==> config.mk <==
export PLATFORM = sky130hd
export DESIGN_NAME = object_regs
export DESIGN_NICKNAME = d
export VERILOG_FILES = /design/src/logic/vga_sprite_pkg.sv /design/src/logic/object_regs.sv
export SDC_FILE = /design/constraint.sdc
export NUM_CORES = 1
export LEC_CHECK = 0
export CELL_PAD_IN_SITES_DETAIL_PLACEMENT = 0
export CELL_PAD_IN_SITES_GLOBAL_PLACEMENT = 1
export CORE_ASPECT_RATIO = 2
export CORE_UTILIZATION = 52
export DETAILED_ROUTE_END_ITERATION = 8
export DONT_BUFFER_PORTS = 1
export PLACE_DENSITY = 0.86
export RECOVER_POWER = 50
export REMOVE_ABC_BUFFERS = 1
export SETUP_SLACK_MARGIN = 0.5
export SLEW_MARGIN = 20
export SYNTH_ARGS = -nofsm -noshare
export SYNTH_HDL_FRONTEND = slang
export SYNTH_SLANG_ARGS = --single-unit
export TNS_END_PERCENT = 10
==> constraint.sdc <==
create_clock -name clk -period 12 [get_ports clk]
set_input_delay 1.8 -clock clk [delete_from_list [all_inputs] [get_ports clk]]
set_output_delay 1.8 -clock clk [all_outputs]
set_load 0.01 [all_outputs]
==> src/logic/vga_sprite_pkg.sv <==
// shared timing and size constants plus the packed types for the sprite engine
// every file refers to these by scoped name
package vga_sprite_pkg;

    // horizontal timing, counted in 50 MHz clocks
    localparam int H_ACTIVE = 1280;
    localparam int H_FRONT  = 32;
    localparam int H_SYNC   = 192;
    localparam int H_BACK   = 96;
    localparam int H_TOTAL  = 1600;

    // vertical timing, counted in lines
    localparam int V_ACTIVE = 480;
    localparam int V_FRONT  = 10;
    localparam int V_SYNC   = 2;
    localparam int V_BACK   = 33;
    localparam int V_TOTAL  = 525;

    localparam int OBJ_COUNT    = 8;
    localparam int SPRITE_W     = 16;
    localparam int SPRITE_H     = 16;
    localparam int SPRITE_COUNT = 4;
    localparam int ROM_DEPTH    = 1024;
    localparam int PIPE_DEPTH   = 4;    // counters to pins

    typedef struct packed {
        logic [7:0] r;
        logic [7:0] g;
        logic [7:0] b;
    } rgb_t;

    // same bit order as host writedata[31:1]
    typedef struct packed {
        logic [11:0] x;
        logic [11:0] y;
        logic [5:0]  sprite;
        logic        active;
    } obj_t;

    typedef struct packed {
        logic [10:0] hcount;
        logic [9:0]  vcount;
    } pos_t;

    typedef struct packed {
        logic hs;
        logic vs;
        logic blank_n;
        logic vclk;
    } sync_t;

    typedef struct packed {
        logic       hit;
        logic [9:0] rom_addr;
        sync_t      sync;
    } match_t;

endpackage

==> src/logic/object_regs.sv <==
// host register file: background color at address 0, objects at 1..8
// chip-select write, taken on the clock edge with no wait state
`timescale 1ns/1ps

module object_regs (
    input  logic                 clk,
    input  logic                 reset,
    input  logic                 chipselect,
    input  logic                 write,
    input  logic [6:0]           address,
    input  logic [31:0]          writedata,
    output vga_sprite_pkg::obj_t objs [vga_sprite_pkg::OBJ_COUNT],
    output vga_sprite_pkg::rgb_t background
);

    always_ff @(posedge clk or posedge reset) begin
        if (reset) begin
            background <= 24'h008000;    // dark green
            for (int i = 0; i < vga_sprite_pkg::OBJ_COUNT; i++) begin
                objs[i] <= '0;
            end
        end else if (chipselect && write) begin
            if (address == 7'd0) begin
                background <= writedata[23:0];
            end
            // x, y, sprite, active line up with bits 31..1, bit 0 unused
            for (int i = 0; i < vga_sprite_pkg::OBJ_COUNT; i++) begin
                if (address == 7'(i + 1)) begin
                    objs[i] <= writedata[31:1];
                end
            end
        end
    end

endmodule

==> out/qor.yml <==
synth.top_cells.by_area: "dfrtp_1 (64%), mux2_2 (19%), mux2_4 (13%)"
routed_via_density: 6.00
cts-root-buf: "clkbuf_16"
cts_tree: "built"
coreArea_mm2: 0.0199
cts.sinks: 272
netlist.area_leader.share_pct: 63.9
grt_util_met2_pct: 41.4
wl_per_cell_um: 27.5
hold_viol_final: 0
clock_path_buffers: 3
seq_area_frac_synth_pct: 64.2
grt.total_usage_pct: 22.9
nNetsFinal: 642
period_share_pct: 38.0
die_h_um: 204
p_leak_nw: 5.83
drt_iter0_markers: 188
synth_area_leader_cell: "dfrtp_1"
vias: 5253
violations: "max-capacitance violations, max-slew violations"
clk_latency_ps: 510
cp_slowest_cell: "clkinvlp_2"
cp_max_fo: 101
final_cell_mix: "dfrtp_1 (271), mux2_2 (175), mux2_4 (90)"
crit_chain: "clkinvlp_2, buf_6"
startpoint: "reset"
p_per_area_mw_per_mm2: 158
cts_inserted_buffers: 23
grt_pass1_wl_um: 35400
avgSynthCellArea_um2: 18.0
die-area_mm2: 0.0210
port_buffers: 0
critPathBufInv: 2
worstHoldPathCells: 1
critPathMaxStageDelay_ps: 2410
slew_headroom_pct: -191
antenna_found_initial: 0
finalSetupTns_ps: 0
setup_violations: 0
worst_ir_drop_vdd_mv: 0.105
min_to: "objs[56]"
hpwl_um: 15900
tightest_slew_ps: 4340
r2r-end: "objs[182]"
path_delay_family: "buffers and inverters"
post_cts_buffers: 0
maxCapViolCount: 3
fmax_mhz: 219
layout_commonest_cell: "dfrtp_1"
final_area_mm2: 0.0116
routed_wl_um: 24100
place.gp.congestion: 0.781
min_path_type: "reg2reg"
cp_data_required_time_ps: 12540
rsz0062_at_grt: "false"
ys_types: 19
finalClockSkew_ps: 0
nFillCells: 1503
grt_busiest_layer: "met2"
multiInputGateArea_mm2: 0.00360
hold_buffers: 0
netlist_area_mm2: 0.0106
crit_arrival_ps: 5100
cts_resized: 0
ff_latch_area_mm2: 0.00681
clk_pin_slew_ps: 60
drv_slew: 166
use_met1_pct: 23.5
crit_type: "in2async"
r2r_start: "objs[182]"
grt_max_degree: 102
globalRoute.totalOverflow: 0
drc: 0
start_kind: "input port"
cts_max_level: 1
drtPass1Iterations: 4
io_pins: 315
min_from: "objs[56]"
syn-instance-count: 589
timing.final.crit_period_ps: 4560
use_met3_pct: 6.29
die_w_um: 103
crit_path_end_kind: "async pin"
grt_pass1_vias: 5746
drive_gt1_share_pct: 52.0
n_antenna_cell: 0
syn2layout_area_growth_pct: 8.97
initial_core_util_pct: 53.3
ant_nets: 0
dpl-instance-area_mm2: 0.0108
synth-seq-cells: 272
status: "finished with violations"
yosysWarnings: 0
ff2ff_path_depth: 1
rows: 73
rrSetupSlack_ps: 11130
## how the worst max path moves through the flow
stage / to / slack, ps / cells after the start
final: objs[219] / 7440 / 2
after global placement: objs[246] / 8200 / 4
after detailed placement: objs[246] / 8180 / 4
after global routing: objs[177] / 6720 / 2
after CTS: objs[246] / 8730 / 4
after floorplan: background[0] / 2710 / 1
## where the power goes
part           leakage (nW)  internal, W  switching (W)
combinational          1.71    0.0000417      0.0000313
sequential             3.75     0.000961      0.0000592
clock                 0.369     0.000419       0.000317
total                  5.83      0.00142       0.000407
## state kept, by name, summed over array words and instances, names as in the netlist
register    flops
objs          248
background     24
## metal layers
metal,vias to the layer above,routed length (um)
met5,-,0
met3,55,1990
met4,0,1010
met2,272,13300
li1,2099,-
met1,2827,7740
## synth_stat cells
cell type / number
buf_2: 8
nor3_2: 3
mux2_1: 7
nand4_1: 1
nor4_4: 3
mux2_4: 90
buf_4: 9
inv_1: 1
mux2_2: 175
dfrtp_1: 271
buf_6: 10
nand3_1: 1
and3b_1: 1
nor2_1: 1
nand4b_1: 4
nand2b_1: 1
dfstp_2: 1
nor4_2: 1
or3_1: 1
## logic make-up (layout without fill, tap and decap cells)
family	after synthesis	after routing	share of synthesized area (%)
buffers and inverters	28	52	2.11
flip-flops	272	272	64.2
multiplexers	272	272	32.1
AND/OR/NAND/NOR	17	17	1.67
## layout make-up
| type | count | share of cell area [%] |
|---|---|---|
| clock buffers | 31 | 5.58 |
| flip-flops and latches | 272 | 58.9 |
| multi-input cells | 289 | 31.1 |
| clock inverters | 8 | 0.779 |
| well taps | 262 | 2.84 |
| inverters | 1 | 0.0433 |
| repair buffers | 12 | 0.779 |
## through the flow
stage,instances,utilization (%),hold WS (ps),power [W],worst slack (ps)
CTS,875,58.1,562,0.00185,8730
finish,875,58.1,560,0.00183,7440
detailed placement,836,54.4,547,0.00111,8180
global placement,836,54.4,544,0.00110,8200
global route,875,58.1,575,0.00189,6720
floorplan,562,-,529,0.00108,2710
No activity file was read; power rests on OpenSTA's default activity.
