--- config.mk ---
export PLATFORM = sky130hd
export DESIGN_NAME = video_timing
export DESIGN_NICKNAME = d
export VERILOG_FILES = /design/src/logic/vga_sprite_pkg.sv /design/src/logic/video_timing.sv
export SDC_FILE = /design/constraint.sdc
export NUM_CORES = 1
export LEC_CHECK = 0
export ABC_AREA = 0
export BUFFER_PORTS_ARGS = -buffer_cell sky130_fd_sc_hd__buf_2
export CORE_UTILIZATION = 48
export DETAILED_ROUTE_END_ITERATION = 10
export GPL_TIMING_DRIVEN = 0
export PLACE_DENSITY = 0.82
export SYNTH_ARGS = -nofsm -noshare
export SYNTH_HDL_FRONTEND = slang
export SYNTH_SLANG_ARGS = --single-unit
--- constraint.sdc ---
create_clock -name clk -period 4.38 [get_ports clk]
set_input_delay 0.876 -clock clk [delete_from_list [all_inputs] [get_ports clk]]
set_output_delay 0.876 -clock clk [all_outputs]
set_load 0.02 [all_outputs]
--- src/logic/vga_sprite_pkg.sv ---
// shared timing and size constants plus the packed types for the sprite engine
// every file refers to these by scoped name
package vga_sprite_pkg;

    // horizontal timing, counted in 50 MHz clocks
    localparam int H_ACTIVE = 1280;
    localparam int H_FRONT  = 32;
    localparam int H_SYNC   = 192;
    localparam int H_BACK   = 96;
    localparam int H_TOTAL  = 1600;

    // vertical timing, counted in lines
    localparam int V_ACTIVE = 480;
    localparam int V_FRONT  = 10;
    localparam int V_SYNC   = 2;
    localparam int V_BACK   = 33;
    localparam int V_TOTAL  = 525;

    localparam int OBJ_COUNT    = 8;
    localparam int SPRITE_W     = 16;
    localparam int SPRITE_H     = 16;
    localparam int SPRITE_COUNT = 4;
    localparam int ROM_DEPTH    = 1024;
    localparam int PIPE_DEPTH   = 4;    // counters to pins

    typedef struct packed {
        logic [7:0] r;
        logic [7:0] g;
        logic [7:0] b;
    } rgb_t;

    // same bit order as host writedata[31:1]
    typedef struct packed {
        logic [11:0] x;
        logic [11:0] y;
        logic [5:0]  sprite;
        logic        active;
    } obj_t;

    typedef struct packed {
        logic [10:0] hcount;
        logic [9:0]  vcount;
    } pos_t;

    typedef struct packed {
        logic hs;
        logic vs;
        logic blank_n;
        logic vclk;
    } sync_t;

    typedef struct packed {
        logic       hit;
        logic [9:0] rom_addr;
        sync_t      sync;
    } match_t;

endpackage

--- src/logic/video_timing.sv ---
// 640x480 VGA raster counters, two clocks per pixel
// sync and blank are decoded straight from the counts
`timescale 1ns/1ps

module video_timing (
    input  logic                  clk,
    input  logic                  reset,
    output vga_sprite_pkg::pos_t  pos,
    output vga_sprite_pkg::sync_t sync
);

    logic [10:0] hcount;
    logic [9:0]  vcount;
    logic        end_of_line;
    logic        end_of_frame;

    assign end_of_line  = hcount == 11'(vga_sprite_pkg::H_TOTAL - 1);
    assign end_of_frame = vcount == 10'(vga_sprite_pkg::V_TOTAL - 1);

    always_ff @(posedge clk or posedge reset) begin
        if (reset) begin
            hcount <= '0;
            vcount <= '0;
        end else if (end_of_line) begin
            hcount <= '0;
            vcount <= end_of_frame ? 10'd0 : vcount + 10'd1;
        end else begin
            hcount <= hcount + 11'd1;
        end
    end

    assign pos.hcount = hcount;
    assign pos.vcount = vcount;

    // both syncs active low
    assign sync.hs = !(hcount >= 11'(vga_sprite_pkg::H_ACTIVE + vga_sprite_pkg::H_FRONT) &&
        hcount < 11'(vga_sprite_pkg::H_ACTIVE + vga_sprite_pkg::H_FRONT + vga_sprite_pkg::H_SYNC));
    assign sync.vs = !(vcount >= 10'(vga_sprite_pkg::V_ACTIVE + vga_sprite_pkg::V_FRONT) &&
        vcount < 10'(vga_sprite_pkg::V_ACTIVE + vga_sprite_pkg::V_FRONT + vga_sprite_pkg::V_SYNC));
    assign sync.blank_n = hcount < 11'(vga_sprite_pkg::H_ACTIVE) &&
                          vcount < 10'(vga_sprite_pkg::V_ACTIVE);
    assign sync.vclk = hcount[0];    // 25 MHz pixel clock

    a_counts_in_range: assert property (@(posedge clk) disable iff (reset)
        hcount < 11'(vga_sprite_pkg::H_TOTAL) && vcount < 10'(vga_sprite_pkg::V_TOTAL));

endmodule

==> results.yml <==
logic_synthesis:
  ys.flop_type: "dfrtp_1"
  avgSynthCellArea_um2: 10.3
  async_reset_ff_share_pct: 100
  synthTopCellsByCount: "dfrtp_1, nand2_1, nand3_1, nor2_1"
  yosysSeqAreaShare_pct: 43.6
  muxShareOfSynthArea_pct: 0.831
  synth_top_family_by_area: "simple AND/OR/NAND/NOR gates"
  syn_area_um2: 1200
  synth_edf_count: 0
  ys_ff_latch: 21
  synth_top_area_share_pct: 43.6
  yosys.cell_types.count: 39
  synth-simple-area-share_pct: 27.8
  synth_top_cells_by_area: "dfrtp_1, ha_1, xnor2_1"
  ys_warn_count: 0
  syn-num-nets: 124
  synth_compound_area_share_pct: 8.93
  syn_inst: 117
  synth_fa_ha_area_share_pct: 5.19
  synth_top_area_cell: "dfrtp_1"
  yosysMostFrequentCell: "dfrtp_1"
  synthXorXnorAreaFrac_pct: 8.00
layout:
  num-nets-final: 155
  fillers: 209
  finalCoreUtilization_pct: 60.8
  syn_to_final_growth_pct: 15.9
  drive_above_1_share_pct: 30.6
  diodes: 0
grt:
  grt_pass1_vias: 913
  grt_use_total_pct: 20.8
  antenna_found_initial: 0
  gr-total-overflow: 0
  grt_max_degree: 22
  grt_pass1_wl_um: 4080
route:
  drt_iter0_drc: 13
  drc: 0
  vias: 1005
  via_per_inst: 5.74
  ant_nets: 0
  drt-total-wl_um: 2460
  wire_per_inst_um: 14.1
  dr.pass1.iters: 4
placement:
  dpl.hpwl_um: 1740
  gp_congestion: 0.841
  io_buffers: 26
flow_run:
  maxCapViolCount: 0
die:
  die_area_um2: 2710
  rows: 17
  die_w_um: 52.1
  start_util_pct: 52.5
  core_um2: 2300
  io_pins: 27
  die_y_um: 52.1
critical_path:
  critPathCaptureType: "output pin"
  path_class: "reg2out"
  critical_path.max_fanout: 8
  critPathArrivalTime_ns: 1.70
  cp-start-kind: "flop"
  required_ns: 3.50
clock_tree:
  cts-hold-fix-buffers: 0
  clk_path_buf_depth: 2
  clk_latency_ns: 0.31
  cts_tree: "done"
  h-tree-depth: 1
  ctsResizeCount: 0
  post_cts_buffers: 0
  clk_pin_slew_ns: 0.12
  cts_inserted_buffers: 3
  clockRootBuffer: "clkbuf_4"
  cts.sinks: 21
sta:
  worstMarginPinSlew_ns: 0.785
  setup-tns-final_ns: 0
  finalCritPeriodShare_pct: 58.9
  period_needed_ns: 2.58
  hold_viol: 0
  rsz0062_at_grt: "no"
  setup_violations: 0
  clock.fmax_mhz: 387
  maxSlewHeadroom_pct: 47.6
  finalMaxSlewViolations: 0
  fin_worst_skew_ns: 0.00129
power:
  powerDensity_nw_per_um2: 211
  p_leak_nw: 0.691
  peakVddDrop_uv: 144
hold_path:
  hp-class: "reg2reg"
outcome:
  status: "finished, final reports clean"
==> critical path, stage by stage, from the launching register on <==
cell     delay (ns)
dfrtp_1        0.39
buf_4          0.17
and3_2         0.20
or4_1          0.46
buf_2          0.17
==> sequential cells by signal, summed over array words and instances, names as in the netlist <==
name	count
vcount	10
hcount	11
==> power breakdown <==
group / switching, mW / internal, mW
clock network: 0.0614 / 0.0356
logic: 0.00369 / 0.000360
registers: 0 / 0.194
==> routing by layer <==
| metal | up-vias | track usage (%) | wire (um) |
|---|---|---|---|
| met5 | - | 0 | 0 |
| met4 | 0 | 10.4 | 44 |
| met3 | 5 | 3.51 | 96 |
| met2 | 30 | 32.5 | 1220 |
| met1 | 485 | 27.5 | 1100 |
| li1 | 485 | - | - |
==> layout make-up <==
type	instances	area, um2	share of cell area, %
clock buffers	4	26.3	1.88
flip-flops and latches	21	526	37.6
inverters	6	22.5	1.61
repair buffers	26	130	9.32
multi-input cells	85	612	43.8
plain buffers	5	45.0	3.23
well taps	28	35.0	2.51
==> cell usage in the layout, fill, tap and decap left out, types with 3 or more instances in the layout <==
master	synthesis	layout
buf_2	0	26
buf_4	3	3
clkbuf_4	0	3
dfrtp_1	21	21
ha_1	5	5
inv_1	6	6
nand2_1	9	9
nand3_1	8	8
nand4_1	4	4
nor2_1	8	8
nor3_1	3	3
o21ai_0	4	4
xnor2_1	6	6
xor2_1	5	5
==> path summary, 6_finish.rpt <==
path	start	endpoint	slack, ns	cells past startpoint
setup / recovery	hcount[7]	sync[3]	1.80	4
hold / removal	vcount[8]	vcount[8]	0.52	1
setup reg to reg	vcount[1]	vcount[3]	2.51	6
hold reg to reg	vcount[8]	vcount[8]	0.52	1
max in group asynchronous	reset	hcount[10]	3.21	2
min in group asynchronous	reset	vcount[8]	0.69	2
==> cells by family after synthesis <==
logic type,Yosys count
buffers and inverters,11
AOI/OAI and AO/OA,15
DFF,21
and+or+nand+nor,53
xor gates and xnor gates,11
muxes,1
adders and majority gates,5
==> metrics by stage <==
stage	hold WS, ns	power, mW	instance area [um2]	cells	setup slack [ns]
final	0.520	0.295	1400	175	1.80
after global routing	0.555	0.307	1400	175	1.72
after CTS	0.518	0.298	1400	175	1.79
after detailed placement	0.499	0.202	1370	171	2.15
after global placement	0.489	0.202	1370	171	2.17
after floorplan	0.602	0.200	1200	117	2.10
No activity file was read; power rests on OpenSTA's default activity.
