File: src/logic/vga_sprite_pkg.sv
// shared timing and size constants plus the packed types for the sprite engine
// every file refers to these by scoped name
package vga_sprite_pkg;

    // horizontal timing, counted in 50 MHz clocks
    localparam int H_ACTIVE = 1280;
    localparam int H_FRONT  = 32;
    localparam int H_SYNC   = 192;
    localparam int H_BACK   = 96;
    localparam int H_TOTAL  = 1600;

    // vertical timing, counted in lines
    localparam int V_ACTIVE = 480;
    localparam int V_FRONT  = 10;
    localparam int V_SYNC   = 2;
    localparam int V_BACK   = 33;
    localparam int V_TOTAL  = 525;

    localparam int OBJ_COUNT    = 8;
    localparam int SPRITE_W     = 16;
    localparam int SPRITE_H     = 16;
    localparam int SPRITE_COUNT = 4;
    localparam int ROM_DEPTH    = 1024;
    localparam int PIPE_DEPTH   = 4;    // counters to pins

    typedef struct packed {
        logic [7:0] r;
        logic [7:0] g;
        logic [7:0] b;
    } rgb_t;

    // same bit order as host writedata[31:1]
    typedef struct packed {
        logic [11:0] x;
        logic [11:0] y;
        logic [5:0]  sprite;
        logic        active;
    } obj_t;

    typedef struct packed {
        logic [10:0] hcount;
        logic [9:0]  vcount;
    } pos_t;

    typedef struct packed {
        logic hs;
        logic vs;
        logic blank_n;
        logic vclk;
    } sync_t;

    typedef struct packed {
        logic       hit;
        logic [9:0] rom_addr;
        sync_t      sync;
    } match_t;

endpackage

File: src/logic/object_match.sv
// first pipeline stage: finds the lowest-numbered active object over the pixel
// and forms its sprite ROM address, registered along with the sync bits
`timescale 1ns/1ps

module object_match (
    input  logic                   clk,
    input  logic                   reset,
    input  vga_sprite_pkg::pos_t   pos,
    input  vga_sprite_pkg::sync_t  sync,
    input  vga_sprite_pkg::obj_t   objs [vga_sprite_pkg::OBJ_COUNT],
    output vga_sprite_pkg::match_t match
);

    localparam int SEL_W = $clog2(vga_sprite_pkg::SPRITE_COUNT);

    logic [10:0] px;
    logic [10:0] py;
    logic        hit;
    logic [9:0]  rom_addr;

    assign px = {1'b0, pos.hcount[10:1]};
    assign py = {1'b0, pos.vcount};

    always_comb begin
        logic [10:0] ox;
        logic [10:0] oy;
        logic [10:0] dx;
        logic [10:0] dy;
        hit = 1'b0;
        rom_addr = '0;
        // scan downward so the lowest index is the last to overwrite
        for (int i = vga_sprite_pkg::OBJ_COUNT - 1; i >= 0; i--) begin
            ox = {1'b0, objs[i].x[9:0]};
            oy = {1'b0, objs[i].y[9:0]};
            dx = px - ox;
            dy = py - oy;
            if (objs[i].active && px >= ox && dx < 11'(vga_sprite_pkg::SPRITE_W) &&
                py >= oy && dy < 11'(vga_sprite_pkg::SPRITE_H)) begin
                hit = 1'b1;
                rom_addr = {objs[i].sprite[SEL_W-1:0], dy[3:0], dx[3:0]};    // sprite*256 + row*16 + col
            end
        end
    end

    always_ff @(posedge clk or posedge reset) begin
        if (reset) begin
            match <= '0;
        end else begin
            match.hit <= hit;
            match.rom_addr <= rom_addr;
            match.sync <= sync;
        end
    end

endmodule

File: config.mk
export PLATFORM = sky130hd
export DESIGN_NAME = object_match
export DESIGN_NICKNAME = d
export VERILOG_FILES = /design/src/logic/vga_sprite_pkg.sv /design/src/logic/object_match.sv
export SDC_FILE = /design/constraint.sdc
export NUM_CORES = 1
export LEC_CHECK = 0
export ABC_AREA = 1
export BUFFER_PORTS_ARGS = -buffer_cell sky130_fd_sc_hd__buf_2
export CORE_MARGIN = 2
export CORE_UTILIZATION = 59
export CTS_BUF_LIST = sky130_fd_sc_hd__clkbuf_8 sky130_fd_sc_hd__clkbuf_16
export CTS_CLUSTER_DIAMETER = 200
export DETAILED_ROUTE_END_ITERATION = 12
export PLACE_DENSITY_LB_ADDON = 0.2
export SLEW_MARGIN = 10
export SYNTH_ARGS = -nofsm -noshare
export SYNTH_HDL_FRONTEND = slang
export SYNTH_SLANG_ARGS = --single-unit
File: constraint.sdc
create_clock -name clk -period 0.8 [get_ports clk]
set_input_delay 0.16 -clock clk [delete_from_list [all_inputs] [get_ports clk]]
set_output_delay 0.16 -clock clk [all_outputs]
set_load 0.05 [all_outputs]
==> flow_metrics.env <==
export IMPL_cpMaxStageDelayCell="fa_2"
export IMPL_num_antenna_cells=0
export IMPL_synth_yosys_seq_area_share=0.03825
export IMPL_critical_path_most_common_cell="nand2_1"
export IMPL_min_path_type="in -> reg"
export IMPL_drt_total_wl_um=44700
export IMPL_cts_tree="yes"
export IMPL_wl_per_cell_um=17.71
export IMPL_dr_total_vias=14680
export IMPL_regMostFlops="match"
export IMPL_chipWidth_um=133.0
export IMPL_final_cells=2524
export IMPL_gp_routability_congestion=1.030
export IMPL_finalMaxSlewViolations=0
export IMPL_outcome="complete, but fails checks"
export IMPL_utilization=0.8924
export IMPL_number_of_unique_standard_cell_types_used_by_synthesis=53
export IMPL_worst_pin_slew_ns=0.5351
export IMPL_grt_setup_unrepaired="true"
export IMPL_worst_ep_required_time_ns=0.94
export IMPL_first_global_vias=13870
export IMPL_initial_utilization=0.5981
export IMPL_top_level_ports=290
export IMPL_clkTransAtPathRegs_ns=0.05
export IMPL_crit_path_cell_trace="buf_8 -> clkinvlp_4 -> buf_6 -> buf_6 -> ha_4 -> fa_2 -> o21ai_1 -> nand2_1 -> nand2_1 -> nand2_1 -> nand2_1 -> nand4_1 -> nor3_2 -> nand4_1 -> nor2_1 -> nand4_2 -> inv_4 -> buf_6 -> nand2_1 -> a21boi_2"
export IMPL_timing_critical_path_fanout_max=5
export IMPL_grt_max_degree=14
export IMPL_setup_ws_ns=-2.425
export IMPL_post_route_cells_drive_above_1_share=0.3199
export IMPL_grt_use_total=0.4469
export IMPL_setup_worst_path_end_class="flip-flop"
export IMPL_netlist_instances=1712
export IMPL_vias_per_cell=5.815
export IMPL_cts_htree_levels=1
export IMPL_clock_path_buffers=2
export IMPL_timing_final_crit_period_ns=3.225
export IMPL_max_ffs_per_register=15
export IMPL_worstPathArrival_ns=3.36
export IMPL_syn_num_nets=2163
export IMPL_drcViolationCount=0
export IMPL_ir_worst_vdd_mv=0.7445
export IMPL_preCtsSetupSlack_ns=-2.442
export IMPL_height_of_the_chip_um=133.0
export IMPL_yosysTopAreaCellShare=0.2040
export IMPL_powerDensity_nw_per_um2=856.7
export IMPL_syn2layout_area_growth_pct=49.20
export IMPL_route_antenna_remaining_nets=0
export IMPL_max_stage_delay_ns=0.38
export IMPL_antenna_found_initial=0
export IMPL_synth_area_sq_um=9813
export IMPL_dpl_cell_count=2490
export IMPL_max_clock_freq_ghz=0.3101
export IMPL_first_pass_grt_wire_length_um=63760
export IMPL_top_regs="match (15)"
export IMPL_cts_root_buf="clkbuf_16"
export IMPL_synth_top_cells_by_area="ha_1 (20%), nand2_1 (18%), inv_1 (14%)"
export IMPL_num_fill_cells=891
export IMPL_grt_remaining_overflow=0
export IMPL_dp_final_hpwl_um=32400
export IMPL_yosysTopAreaCell="ha_1"
export IMPL_avgSynthCellArea_sq_um=5.732
export IMPL_number_of_nets_in_the_layout=2756
export IMPL_die_footprint_sq_um=17680
export IMPL_worst_hold_path_num_cells=1
export IMPL_initialDrtViolationCount=1756
export IMPL_cts_sinks=15
export IMPL_setup_viol=26
export IMPL_timing_final_crit_share=4.031
export IMPL_worst_relative_slew_slack=0.6421
export IMPL_synth_async_reset_ratio=1.000
export IMPL_leakage_nw=8.972
export IMPL_start_kind="input pin"
export IMPL_drv_cap=0
export IMPL_synth_top_flop_cell="dfrtp_1"
export IMPL_yosys_register_bits=15
export IMPL_hold_viol=0
export IMPL_crit_type="in -> reg"
export IMPL_core_area_sq_um=16410
export IMPL_synth_enable_flop_cells=0
export IMPL_numCtsBuffers=3
export IMPL_yosys_warnings=0
export IMPL_io_buffer_count=224
export IMPL_violations="negative setup slack"
export IMPL_drt_pass1_iter_count=9
export IMPL_placementRows=47
per-layer routing:
layer  vias to the layer above  GRT usage  wire, um
met5                         -          0         0
met4                         0     0.3070      4423
met3                       431    0.08621      5534
met2                      1173     0.7807     19730
met1                      6415     0.4882     15010
li1                       6658          -         -
path summary, 6_finish.rpt:
path	endpoint	start
setup / recovery	match[9]	pos[0]
hold / removal	match[3]	sync[3]
max in group asynchronous	match[12]	reset
min in group asynchronous	match[3]	reset
stage by stage:
stage	total power (W)	hold WS (ns)	cell area [sq um]	TNS [ns]
final	0.01254	0.01583	14640	-28.76
after CTS	0.01161	0.01540	14340	-25.05
after detailed placement	0.01034	0.08845	13780	-25.84
after global routing	0.01336	0.01930	14640	-31.60
after global placement	0.01007	0.07746	13780	-24.72
after floorplan	0.005933	0.06148	9841	-18.48
worst max-delay path: cells and delay by family:
kind | cells | cell delay, ns
AND/OR/NAND/NOR | 10 | 1.48
buffers and inverters | 6 | 0.76
adder cells (fa/ha/maj) | 2 | 0.54
AO/OA/AOI/OAI | 2 | 0.42
power by group:
| part | switching [W] | leakage [nW] | total, W | internal [W] |
|---|---|---|---|---|
| clock | 0.000355 | 0.0409 | 0.00102 | 0.000670 |
| combinational | 0.00597 | 8.73 | 0.0107 | 0.00477 |
| sequential | 0.00000538 | 0.200 | 0.000775 | 0.000770 |
| total | 0.00633 | 8.97 | 0.0125 | 0.00621 |
cells by family (layout without fill, tap and decap cells):
logic type | count (synthesis) | after routing | synth area share
and+or+nand+nor | 850 | 850 | 0.3800
buffers and inverters | 387 | 979 | 0.1512
AOI/OAI and AO/OA | 216 | 216 | 0.1332
adders and majority gates | 176 | 176 | 0.2366
xor gates and xnor gates | 68 | 68 | 0.06069
DFF | 15 | 15 | 0.03825
synth_stat cells (2+ instances only):
| master | n |
|---|---|
| dfrtp_1 | 15 |
| xnor2_1 | 24 |
| a31oi_1 | 9 |
| a21boi_2 | 4 |
| inv_1 | 368 |
| or2_0 | 4 |
| nand3b_1 | 14 |
| nor3_2 | 2 |
| a21oi_2 | 3 |
| o211ai_1 | 5 |
| nand4_1 | 57 |
| fa_1 | 16 |
| o21bai_1 | 23 |
| xor2_1 | 44 |
| a21o_1 | 13 |
| o21ai_0 | 24 |
| nand2_4 | 2 |
| buf_2 | 4 |
| ha_1 | 160 |
| or2_1 | 7 |
| inv_2 | 9 |
| or2_2 | 5 |
| nand2_2 | 6 |
| nor3_1 | 15 |
| and2_1 | 2 |
| o21a_1 | 6 |
| nor2_4 | 3 |
| nand3_1 | 107 |
| buf_4 | 5 |
| a221oi_1 | 2 |
| nor2_1 | 133 |
| nor4_1 | 7 |
| a211oi_1 | 2 |
| o21ai_2 | 3 |
| a21oi_1 | 98 |
| o21ai_1 | 18 |
| nand2_1 | 476 |
| and3_1 | 2 |
timing repair:
action / 4_1_cts / 5_1_grt
hold buffers: 1 / 0
gates cloned: 1 / 0
buffers inserted: 18 / 12
pin swaps: 30 / 62
gates resized for setup: 95 / 73
setup endpoints to repair: 26 / 26
endpoints found under the hold margin: 4 / 0
final cells by class:
type                            count  area, sq um  share of cell area
Multi-Input combinational cell   1310         8342              0.5697
Tap cell                          220        275.3             0.01880
Sequential cell                    15        375.4             0.02564
Clock buffer                        3        75.07            0.005127
Timing Repair Buffer              597         4136              0.2825
Inverter                          377         1426             0.09742
Timing Repair inverter              1        6.256           0.0004273
Clock inverter                      1        5.005           0.0003418
placed cells by master (no fill, tap or decap), drive strengths merged, types with 2 or more instances in the layout:
cell type | synthesis | routed
dfrtp | 15 | 15
and3 | 2 | 2
ha | 160 | 160
nand3b | 14 | 14
a21boi | 4 | 4
fa | 16 | 16
or2 | 16 | 16
o211ai | 6 | 6
nand3 | 109 | 109
and2 | 2 | 2
xor2 | 44 | 44
o21bai | 23 | 23
a21oi | 101 | 101
clkbuf | 0 | 3
nor4 | 7 | 7
nand2 | 484 | 484
a211oi | 2 | 2
xnor2 | 24 | 24
a21o | 13 | 13
o21ai | 46 | 46
nor3 | 17 | 17
buf | 10 | 596
inv | 377 | 377
nand4 | 59 | 59
a221oi | 2 | 2
a31oi | 9 | 9
nor2 | 137 | 137
o21a | 6 | 6
Power figures use the tool's default switching activity.
