--- src/logic/vga_sprite_pkg.sv ---
// shared timing and size constants plus the packed types for the sprite engine
// every file refers to these by scoped name
package vga_sprite_pkg;

    // horizontal timing, counted in 50 MHz clocks
    localparam int H_ACTIVE = 1280;
    localparam int H_FRONT  = 32;
    localparam int H_SYNC   = 192;
    localparam int H_BACK   = 96;
    localparam int H_TOTAL  = 1600;

    // vertical timing, counted in lines
    localparam int V_ACTIVE = 480;
    localparam int V_FRONT  = 10;
    localparam int V_SYNC   = 2;
    localparam int V_BACK   = 33;
    localparam int V_TOTAL  = 525;

    localparam int OBJ_COUNT    = 8;
    localparam int SPRITE_W     = 16;
    localparam int SPRITE_H     = 16;
    localparam int SPRITE_COUNT = 4;
    localparam int ROM_DEPTH    = 1024;
    localparam int PIPE_DEPTH   = 4;    // counters to pins

    typedef struct packed {
        logic [7:0] r;
        logic [7:0] g;
        logic [7:0] b;
    } rgb_t;

    // same bit order as host writedata[31:1]
    typedef struct packed {
        logic [11:0] x;
        logic [11:0] y;
        logic [5:0]  sprite;
        logic        active;
    } obj_t;

    typedef struct packed {
        logic [10:0] hcount;
        logic [9:0]  vcount;
    } pos_t;

    typedef struct packed {
        logic hs;
        logic vs;
        logic blank_n;
        logic vclk;
    } sync_t;

    typedef struct packed {
        logic       hit;
        logic [9:0] rom_addr;
        sync_t      sync;
    } match_t;

endpackage

--- src/logic/pixel_mixer.sv ---
// last stage: picks sprite, background or black and registers the VGA pins
`timescale 1ns/1ps

module pixel_mixer (
    input  logic                  clk,
    input  logic                  reset,
    input  logic                  hit,
    input  vga_sprite_pkg::sync_t sync,
    input  vga_sprite_pkg::rgb_t  color,
    input  vga_sprite_pkg::rgb_t  background,
    output logic [7:0]            vga_r,
    output logic [7:0]            vga_g,
    output logic [7:0]            vga_b,
    output logic                  vga_hs,
    output logic                  vga_vs,
    output logic                  vga_blank_n,
    output logic                  vga_clk
);

    vga_sprite_pkg::rgb_t pixel;

    always_comb begin
        if (!sync.blank_n) begin
            pixel = '0;
        end else if (hit && color != '0) begin
            pixel = color;
        end else begin
            pixel = background;    // black sprite pixels are see-through
        end
    end

    always_ff @(posedge clk or posedge reset) begin
        if (reset) begin
            {vga_r, vga_g, vga_b} <= '0;
            vga_hs <= 1'b0;
            vga_vs <= 1'b0;
            vga_blank_n <= 1'b0;
            vga_clk <= 1'b0;
        end else begin
            {vga_r, vga_g, vga_b} <= pixel;
            vga_hs <= sync.hs;
            vga_vs <= sync.vs;
            vga_blank_n <= sync.blank_n;
            vga_clk <= sync.vclk;
        end
    end

    a_black_in_blank: assert property (@(posedge clk) disable iff (reset)
        !vga_blank_n |-> {vga_r, vga_g, vga_b} == 24'h0);

endmodule

--- config.mk ---
export PLATFORM = sky130hd
export DESIGN_NAME = pixel_mixer
export DESIGN_NICKNAME = d
export VERILOG_FILES = /design/src/logic/vga_sprite_pkg.sv /design/src/logic/pixel_mixer.sv
export SDC_FILE = /design/constraint.sdc
export NUM_CORES = 1
export LEC_CHECK = 0
export BUFFER_PORTS_ARGS = -buffer_cell sky130_fd_sc_hd__buf_2
export CAP_MARGIN = 40
export CORE_MARGIN = 10
export CORE_UTILIZATION = 40
export DETAILED_ROUTE_END_ITERATION = 7
export GPL_ROUTABILITY_DRIVEN = 1
export PLACE_DENSITY = 0.86
export SLEW_MARGIN = 5
export SYNTH_ARGS = -nofsm -noshare
export SYNTH_HDL_FRONTEND = slang
export SYNTH_SLANG_ARGS = --single-unit
--- constraint.sdc ---
create_clock -name clk -period 1.3 [get_ports clk]
set_input_delay 0.065 -clock clk [delete_from_list [all_inputs] [get_ports clk]]
set_output_delay 0.065 -clock clk [all_outputs]
set_load 0.02 [all_outputs]
==> out/results.ini, run 1 <==
[setup_path]
worstPathArrival_ps = 1340
start_kind = primary input
critPathCaptureType = register
crit_type = primary input to register
cp.required_ps = 1520
cp_max_fo = 8

[routing]
vias = 1713
drc = 0
via_per_inst = 5.67
totalWireLength_um = 5670
wl_per_cell_um = 18.8
firstDrtPassIters = 6
postRouteAntennaNets = 0
drtIter0Drc = 269

[floorplanning]
core-area_um2 = 3100
die_h_um = 77.4
ios = 83
start_util_pct = 42.4
dieWidth_um = 77.4
die_area_um2 = 5990
rows = 20

[clock_tree]
clock_sinks = 28
htreeDepth = 1
clkTransAtPathRegs_ps = 140
cts_buffers = 3
cts_tree = yes
cts_buffer_depth = 2
cts_root_buf = clkbuf_4
cts_resized = 0

[job]
drv_cap = 0

[yosys]
synthCells = 140
synth_async_sr_flop_share_pct = 100
synthTopCellsByArea = dfrtp_1, nand3_1, nand4_1, a311oi_1, nand2_1
netlist_area_um2 = 1320
yosys.area.top_type = dfrtp_1
synth-seq-area-share_pct = 53.2
yosys-top-cells-count = nand3_1, dfrtp_1, nand4_1
synth_ff_type = dfrtp_1
synth_edf_count = 0
synth-seq-cells = 28
synth_warnings = 0
postSynthAreaPerCell_um2 = 9.40
synth_cell_types = 19
synth_nets = 195
synth_top_area_share_pct = 53.2
synth.most_common_cell = nand3_1

[hold_path]
hold_path.class = primary input to register
min_to = vga_b[1]$_DFF_PP0_
whs_path_depth = 3
hp-start = color[1]

[power_and_ir_drop]
p_total_mw = 1.78
p_per_area_nw_per_um2 = 812
ir_drop_mv = 0.326
p_leak_nw = 1.17

[timing]
hold_viol = 0
max_slew_margin_pct = 71.9
drv_slew = 0
fin_crit_ps = 1120
fin_crit_sh_pct = 85.9
finalSetupViolCount = 0
hold_ws_ps = 3.95
worst_slew_pin_slew_ps = 421
max_freq_mhz = 896
rsz0062_at_grt = no

[place]
globalplace.congestion = 0.885
placed_cell_area_um2 = 1840
io_buffers = 82
hpwl_um = 3580
dpl.cell_count = 266

[global_routing]
grt_start_max_net_pins = 34
track_usage_pct = 18.5
antenna_found_initial = 0
overflow = 0
grt_pass1_wl_um = 9130
grt_pass1_vias = 1784

[final_layout]
area_growth_pct = 66.9
diodes = 0
nets = 315
drive_gt1_share_pct = 39.1
fillers = 236
layoutNonFillerInstCount = 302
finish.utilization_pct = 70.8
finalInstanceArea_um2 = 2200

[run_status]
status = complete, no violations

per-layer routing:
metal  vias to the layer above  track usage [%]  share of wire, %  wire [um]
met1                       816             19.4                35       2000
met5                         -                0                 0          0
met3                        25             3.23               6.8        388
met4                         0             9.31               4.5        253
met2                       123             34.6                53       3020
li1                        749                -                 -          -
how the worst max path moves through the flow:
stage | startpoint | end | cells past startpoint
finish | color[7] | vga_b[7]$_DFF_PP0_ | 5
global route | color[14] | vga_g[0]$_DFF_PP0_ | 5
CTS | color[7] | vga_g[4]$_DFF_PP0_ | 5
detailed placement | color[7] | vga_g[4]$_DFF_PP0_ | 5
global placement | color[7] | vga_g[2]$_DFF_PP0_ | 5
floorplan | color[7] | vga_b[6]$_DFF_PP0_ | 4
through the flow:
stage | setup TNS, ps | worst slack [ps]
floorplan | 0 | 84.5
global placement | -388 | -42.5
detailed placement | -1240 | -116
CTS | 0 | 219
global route | 0 | 107
finish | 0 | 184
cell usage in the layout, fill, tap and decap left out:
master         count
inv_1              9
nor4_1             4
dfrtp_1           28
clkbuf_4           3
nor2_8             1
buf_12             2
or4_4              2
nand3_1           32
clkinv_1           1
a311oi_1           8
nor2_1             1
nand4_1           16
nand3b_1           1
nand2_4            1
buf_4             10
a21oi_1            8
and4_1             1
nand2_1           15
dlygate4sd3_1     33
buf_2             82
critical path, cell delays in order:
cell and delay [ps]:
buf_2 110, or4_4 570, nor2_8 160, nand2_4 100, a311oi_1 320
cell families after synthesis:
family,synth area share [%]
AND/OR/NAND/NOR,31.6
buffers and inverters,6.84
AO/OA/AOI/OAI,8.37
flip-flops,53.2
what timing repair did:
action	CTS	global route
buffers inserted	0	0
endpoints found under the hold margin	28	0
hold buffers	33	0
where the power goes:
| part | internal, mW | total (mW) | switching [mW] |
|---|---|---|---|
| combinational | 0.220 | 0.491 | 0.271 |
| sequential | 0.925 | 0.941 | 0.0159 |
| clock | 0.109 | 0.353 | 0.245 |
| total | 1.25 | 1.78 | 0.531 |
final cells by class:
class                      instances  area, um2  area share, %
clock buffer                       3       22.5           1.03
timing repair buffer             127        856           39.0
inverter                          10       37.5           1.71
multi-input combinational         90        526           23.9
sequential                        28        701           31.9
tap                               44       55.1           2.51
registers in the layout (all words and copies together), names as in the netlist:
name,cells
vga_b,8
vga_blank_n,1
vga_clk,1
vga_g,8
vga_hs,1
vga_r,8
vga_vs,1
(Power assumes the default switching activity.)
==> inputs of run 2 (changes only) <==
--- a/config.mk
+++ b/config.mk
@@ -12,6 +12,7 @@
 export DETAILED_ROUTE_END_ITERATION = 7
 export GPL_ROUTABILITY_DRIVEN = 1
 export PLACE_DENSITY = 0.86
+export RECOVER_POWER = 50
 export SLEW_MARGIN = 5
 export SYNTH_ARGS = -nofsm -noshare
 export SYNTH_HDL_FRONTEND = slang
==> run 2 against run 1 <==
Non-clock buffer count did not move. Hold slack got worse by 5.7 ps. Via count rose by 1.3%. The run now ends with negative hold slack left. Largest cell class unchanged. Critical path type unchanged. Die area did not move. Design area fell by 1.3%. Clock-buffer cell count did not move. Setup slack barely moved. Routed wire length rose by 1.1%. Fmax barely moved.
==> out/results.ini, run 2 (synthesis results as in run 1) <==
[run_status]
status = finished, violations left
failed_checks = negative hold slack

[global_routing]
antenna_found_initial = 0  ; unchanged
overflow = 0  ; unchanged
track_usage_pct = 18.5  ; unchanged
grt_start_max_net_pins = 34  ; unchanged
grt_pass1_vias = 1784  ; unchanged
grt_pass1_wl_um = 9130  ; unchanged

[routing]
vias = 1735  ; +1.3%
drc = 0  ; unchanged
totalWireLength_um = 5730  ; +1.1%
wl_per_cell_um = 19.0  ; +1.1%
postRouteAntennaNets = 0  ; unchanged
firstDrtPassIters = 5  ; -1
drtIter0Drc = 250  ; -7.1%
via_per_inst = 5.75  ; +1.3%

[timing]
max_slew_margin_pct = 67.2  ; -4.7 points
hold_viol = 1  ; +1
finalSetupViolCount = 0  ; unchanged
worst_slew_pin_slew_ps = 492  ; +70.6 ps
hold_ws_ps = -1.80  ; -5.75 ps
fin_crit_sh_pct = 85.9  ; about the same
fin_crit_ps = 1120  ; -0.0580 ps
rsz0062_at_grt = no
max_freq_mhz = 896  ; about the same
drv_slew = 0  ; unchanged

[clock_tree]
htreeDepth = 1  ; unchanged
cts_buffer_depth = 2  ; unchanged
cts_buffers = 3  ; unchanged
cts_root_buf = clkbuf_4
cts_tree = yes
clock_sinks = 28  ; unchanged
clkTransAtPathRegs_ps = 140  ; about the same

[power_and_ir_drop]
p_per_area_nw_per_um2 = 823  ; +1.4%
ir_drop_mv = 0.338  ; +3.6%
p_leak_nw = 1.13  ; -3.3%
p_total_mw = 1.79  ; about the same

[place]
io_buffers = 82  ; unchanged
hpwl_um = 3580  ; unchanged
placed_cell_area_um2 = 1840  ; unchanged
globalplace.congestion = 0.885  ; unchanged
dpl.cell_count = 266  ; unchanged

[floorplanning]
die_h_um = 77.4  ; unchanged
dieWidth_um = 77.4  ; unchanged
rows = 20  ; unchanged
core-area_um2 = 3100  ; unchanged
die_area_um2 = 5990  ; unchanged
ios = 83  ; unchanged
start_util_pct = 42.4  ; unchanged

[final_layout]
nets = 315  ; unchanged
area_growth_pct = 64.8
fillers = 246  ; +4.2%
finish.utilization_pct = 69.9  ; -0.89 points
seqCellArea_um2 = 701  ; unchanged
layout_common_cells = buf_2, dlygate4sd3_1, nand3_1
diodes = 0  ; unchanged
multi_input_area_um2 = 526  ; unchanged
final_common_cell = buf_2
layoutNonFillerInstCount = 302  ; unchanged
finalInstanceArea_um2 = 2170  ; -1.3%
drive_gt1_share_pct = 35.3  ; -3.9 points

[setup_path]
cp_max_fo = 8  ; unchanged
worstPathArrival_ps = 1340  ; about the same
cp.buffers_inverters = 1  ; unchanged
cpPeakStageDelay_ps = 570  ; about the same
start_kind = primary input
critical_path.top_delay_family = simple AND/OR/NAND/NOR gates
critPathCaptureType = register
crit_chain = buf_2, or4_4, nor2_8, nand2_4, a311oi_1
cp.required_ps = 1520  ; about the same
crit_type = primary input to register
critPathSlowestCell = or4_4

[job]
drv_cap = 0  ; unchanged

[hold_path]
hold_path.class = primary input to register

run 2: tightest hold or removal path, cell delays in order:
cell and delay (ps):
buf_2 90, nand3_1 70, nand3_1 70
run 2: worst paths after layout:
kind                          start  depth (start not counted)  slack, ps                  to
min in group asynchronous     reset                          3        250  vga_g[7]$_DFF_PP0_
hold / removal             color[1]                          3         -2  vga_b[1]$_DFF_PP0_
setup / recovery           color[7]                          5        180  vga_g[0]$_DFF_PP0_
max in group asynchronous     reset                          4        240  vga_g[1]$_DFF_PP0_
run 2: cell type report:
type / count / area share, %
inverter: 10 / 1.73
clock buffer: 3 / 1.04
sequential: 28 / 32.3
multi-input combinational: 90 / 24.2
tap: 44 / 2.54
timing repair buffer: 127 / 38.2
run 2: routing by layer:
layer | global-route usage, % | part of all wire (%) | wire [um]
met1 | 19.4 | 36 | 2040
met2 | 34.6 | 54 | 3080
met3 | 3.23 | 6.5 | 375
met4 | 9.31 | 4.0 | 229
met5 | 0 | 0 | 0
run 2: timing repair:
action,4_1_cts,5_1_grt
endpoints found under the hold margin,28,0
setup buffers,0,0
hold buffers,33,0
resized for setup,0,0
run 2: per-stage QoR:
stage / worst slack, ps / setup TNS (ps)
after global placement: -42.5 / -388
after CTS: 219 / 0
final: 184 / 0
after detailed placement: -116 / -1240
after global routing: 107 / 0
after floorplan: 84.5 / 0
run 2: report_power, final:
| group | internal [mW] | total, mW | switching (mW) |
|---|---|---|---|
| clock network | 0.109 | 0.365 | 0.256 |
| logic | 0.209 | 0.480 | 0.271 |
| registers | 0.925 | 0.942 | 0.0164 |
==> inputs of run 3 (changes only) <==
--- a/config.mk
+++ b/config.mk
@@ -13,6 +13,7 @@
 export GPL_ROUTABILITY_DRIVEN = 1
 export PLACE_DENSITY = 0.86
 export RECOVER_POWER = 50
+export REMOVE_ABC_BUFFERS = 1
 export SLEW_MARGIN = 5
 export SYNTH_ARGS = -nofsm -noshare
 export SYNTH_HDL_FRONTEND = slang
==> run 3 against run 2 <==
The run now ends clean. Die area is the same. Final cell count rose by 3.0%. Non-clock buffer count up 7. Clock-buffer cell count unchanged. Critical path type unchanged.
==> out/results.ini, run 3 (synthesis results as in run 1) <==
[run_status]
status = complete, no violations

[global_routing]
grt_start_max_net_pins = 35  ; +2.9%
antenna_found_initial = 1  ; +1
overflow = 0  ; unchanged
grt_pass1_vias = 1654  ; -7.3%
grt_pass1_wl_um = 8440  ; -7.6%
track_usage_pct = 17.2  ; -1.3 points

[final_layout]
fillers = 225  ; -8.5%
nets = 322  ; +2.2%
area_growth_pct = 71.9
final_common_cell = buf_2
drive_gt1_share_pct = 35.7  ; +0.44 points
finalInstanceArea_um2 = 2260  ; +4.3%
layoutNonFillerInstCount = 311  ; +3.0%
layout_common_cells = buf_2, dlygate4sd3_1, nand3_1

[clock_tree]
cts_tree = yes
cts_resized = 0  ; unchanged
clkTransAtPathRegs_ps = 150  ; about the same
htreeDepth = 1  ; unchanged
cts_root_buf = clkbuf_4
cts_buffer_depth = 2  ; unchanged
clock_sinks = 28  ; unchanged
cts_buffers = 3  ; unchanged

[timing]
finalSetupViolCount = 0  ; unchanged
drv_slew = 0  ; unchanged
max_slew_margin_pct = 54.3  ; -13 points
fin_crit_sh_pct = 87.5  ; +1.6 points
max_freq_mhz = 880  ; -1.8%
hold_viol = 0  ; -1
worst_slew_pin_slew_ps = 686  ; +194 ps
fin_tns_setup_ps = 0  ; unchanged
rsz0062_at_grt = no
fin_crit_ps = 1140  ; +20.7 ps

[power_and_ir_drop]
p_leak_nw = 1.18  ; +3.7%
p_per_area_nw_per_um2 = 882  ; +7.2%
p_total_mw = 2.00  ; +12%
ir_drop_mv = 0.648  ; +92%

[floorplanning]
dieWidth_um = 77.4  ; unchanged
start_util_pct = 42.4  ; unchanged
ios = 83  ; unchanged
rows = 20  ; unchanged
die_h_um = 77.4  ; unchanged
die_area_um2 = 5990  ; unchanged
core-area_um2 = 3100  ; unchanged

[job]
drv_cap = 0  ; unchanged

[hold_path]
hp-start = background[12]
whs_path_depth = 3  ; unchanged
min_to = vga_g[4]$_DFF_PP0_
hold_path.class = primary input to register

[place]
hpwl_um = 3360  ; -6.1%
io_buffers = 82  ; unchanged
placed_cell_area_um2 = 1850  ; +0.54%
globalplace.congestion = 0.839  ; -5.2%
dpl.cell_count = 269  ; +1.1%

[routing]
totalWireLength_um = 5400  ; -5.8%
postRouteAntennaNets = 0  ; unchanged
drtIter0Drc = 164  ; -34%
drc = 0  ; unchanged
firstDrtPassIters = 4  ; -1
wl_per_cell_um = 17.3  ; -8.6%
vias = 1608  ; -7.3%
via_per_inst = 5.17  ; -10%

[setup_path]
critPathCaptureType = register
worstPathArrival_ps = 1400  ; +60 ps
cp.required_ps = 1560  ; +40 ps
start_kind = primary input
crit_type = primary input to register
cp_max_fo = 10  ; +2

==> run 3: cell types whose count changed in the layout (fill, tap and decap cells not counted), sizes merged <==
cell / previous run / this run
dlygate4sd3: 33 / 37
buf: 83 / 85
bufinv: 0 / 1
clkbuf: 14 / 15
diode: 0 / 1
==> run 3: worst max-delay path, stage by stage <==
cell     delay, ps
buf_2          110
nor4_1         370
and4_1         360
buf_4          220
nand4_1        120
nand3_1        150
==> run 3: metal layers <==
metal	part of all wire [%]	wire, um	GRT usage (%)
met2	51	2750	30.5
met4	5.4	291	10.8
met1	36	1950	17.8
met5	0	0	0
met3	7.4	397	4.38
==> run 3: what timing repair did <==
| action | 4_1_cts | 5_1_grt |
|---|---|---|
| hold buffers | 37 | 0 |
| hold endpoints to repair | 49 | 0 |
| setup buffers | 0 | 0 |
==> run 3: worst max-delay path by stage <==
| stage | start | end | slack [ps] | cells past startpoint |
|---|---|---|---|---|
| floorplan | color[7] | vga_b[6]$_DFF_PP0_ | -0.4 | 4 |
| global placement | color[7] | vga_b[6]$_DFF_PP0_ | -80 | 5 |
| detailed placement | color[7] | vga_g[5]$_DFF_PP0_ | -120 | 5 |
| CTS | color[7] | vga_g[5]$_DFF_PP0_ | 240 | 5 |
| global route | color[20] | vga_b[3]$_DFF_PP0_ | 110 | 6 |
| finish | color[0] | vga_r[4]$_DFF_PP0_ | 160 | 6 |
==> run 3: power by group <==
| group | switching [mW] | internal (mW) |
|---|---|---|
| Combinational | 0.265 | 0.223 |
| Sequential | 0.0157 | 0.925 |
| Clock | 0.256 | 0.311 |
==> run 3: per-stage QoR <==
step                util (%)  worst slack, ps  hold slack (ps)
floorplan                  -           -0.363             96.4
global placement        59.5            -79.8              141
detailed placement      59.8             -120              142
CTS                     73.4              238             7.33
global route            72.9              113             29.1
finish                  72.9              163             26.5
==> run 3: area by class of cell <==
cell class / instances / area (um2) / share of cell area [%]
antenna: 1 / 2.50 / 0.111
clock buffer: 3 / 22.5 / 0.996
clock inverter: 1 / 30.0 / 1.33
inverter: 10 / 37.5 / 1.66
multi-input combinational: 90 / 526 / 23.2
sequential: 28 / 701 / 31.0
tap: 44 / 55.1 / 2.43
timing repair buffer: 134 / 888 / 39.3
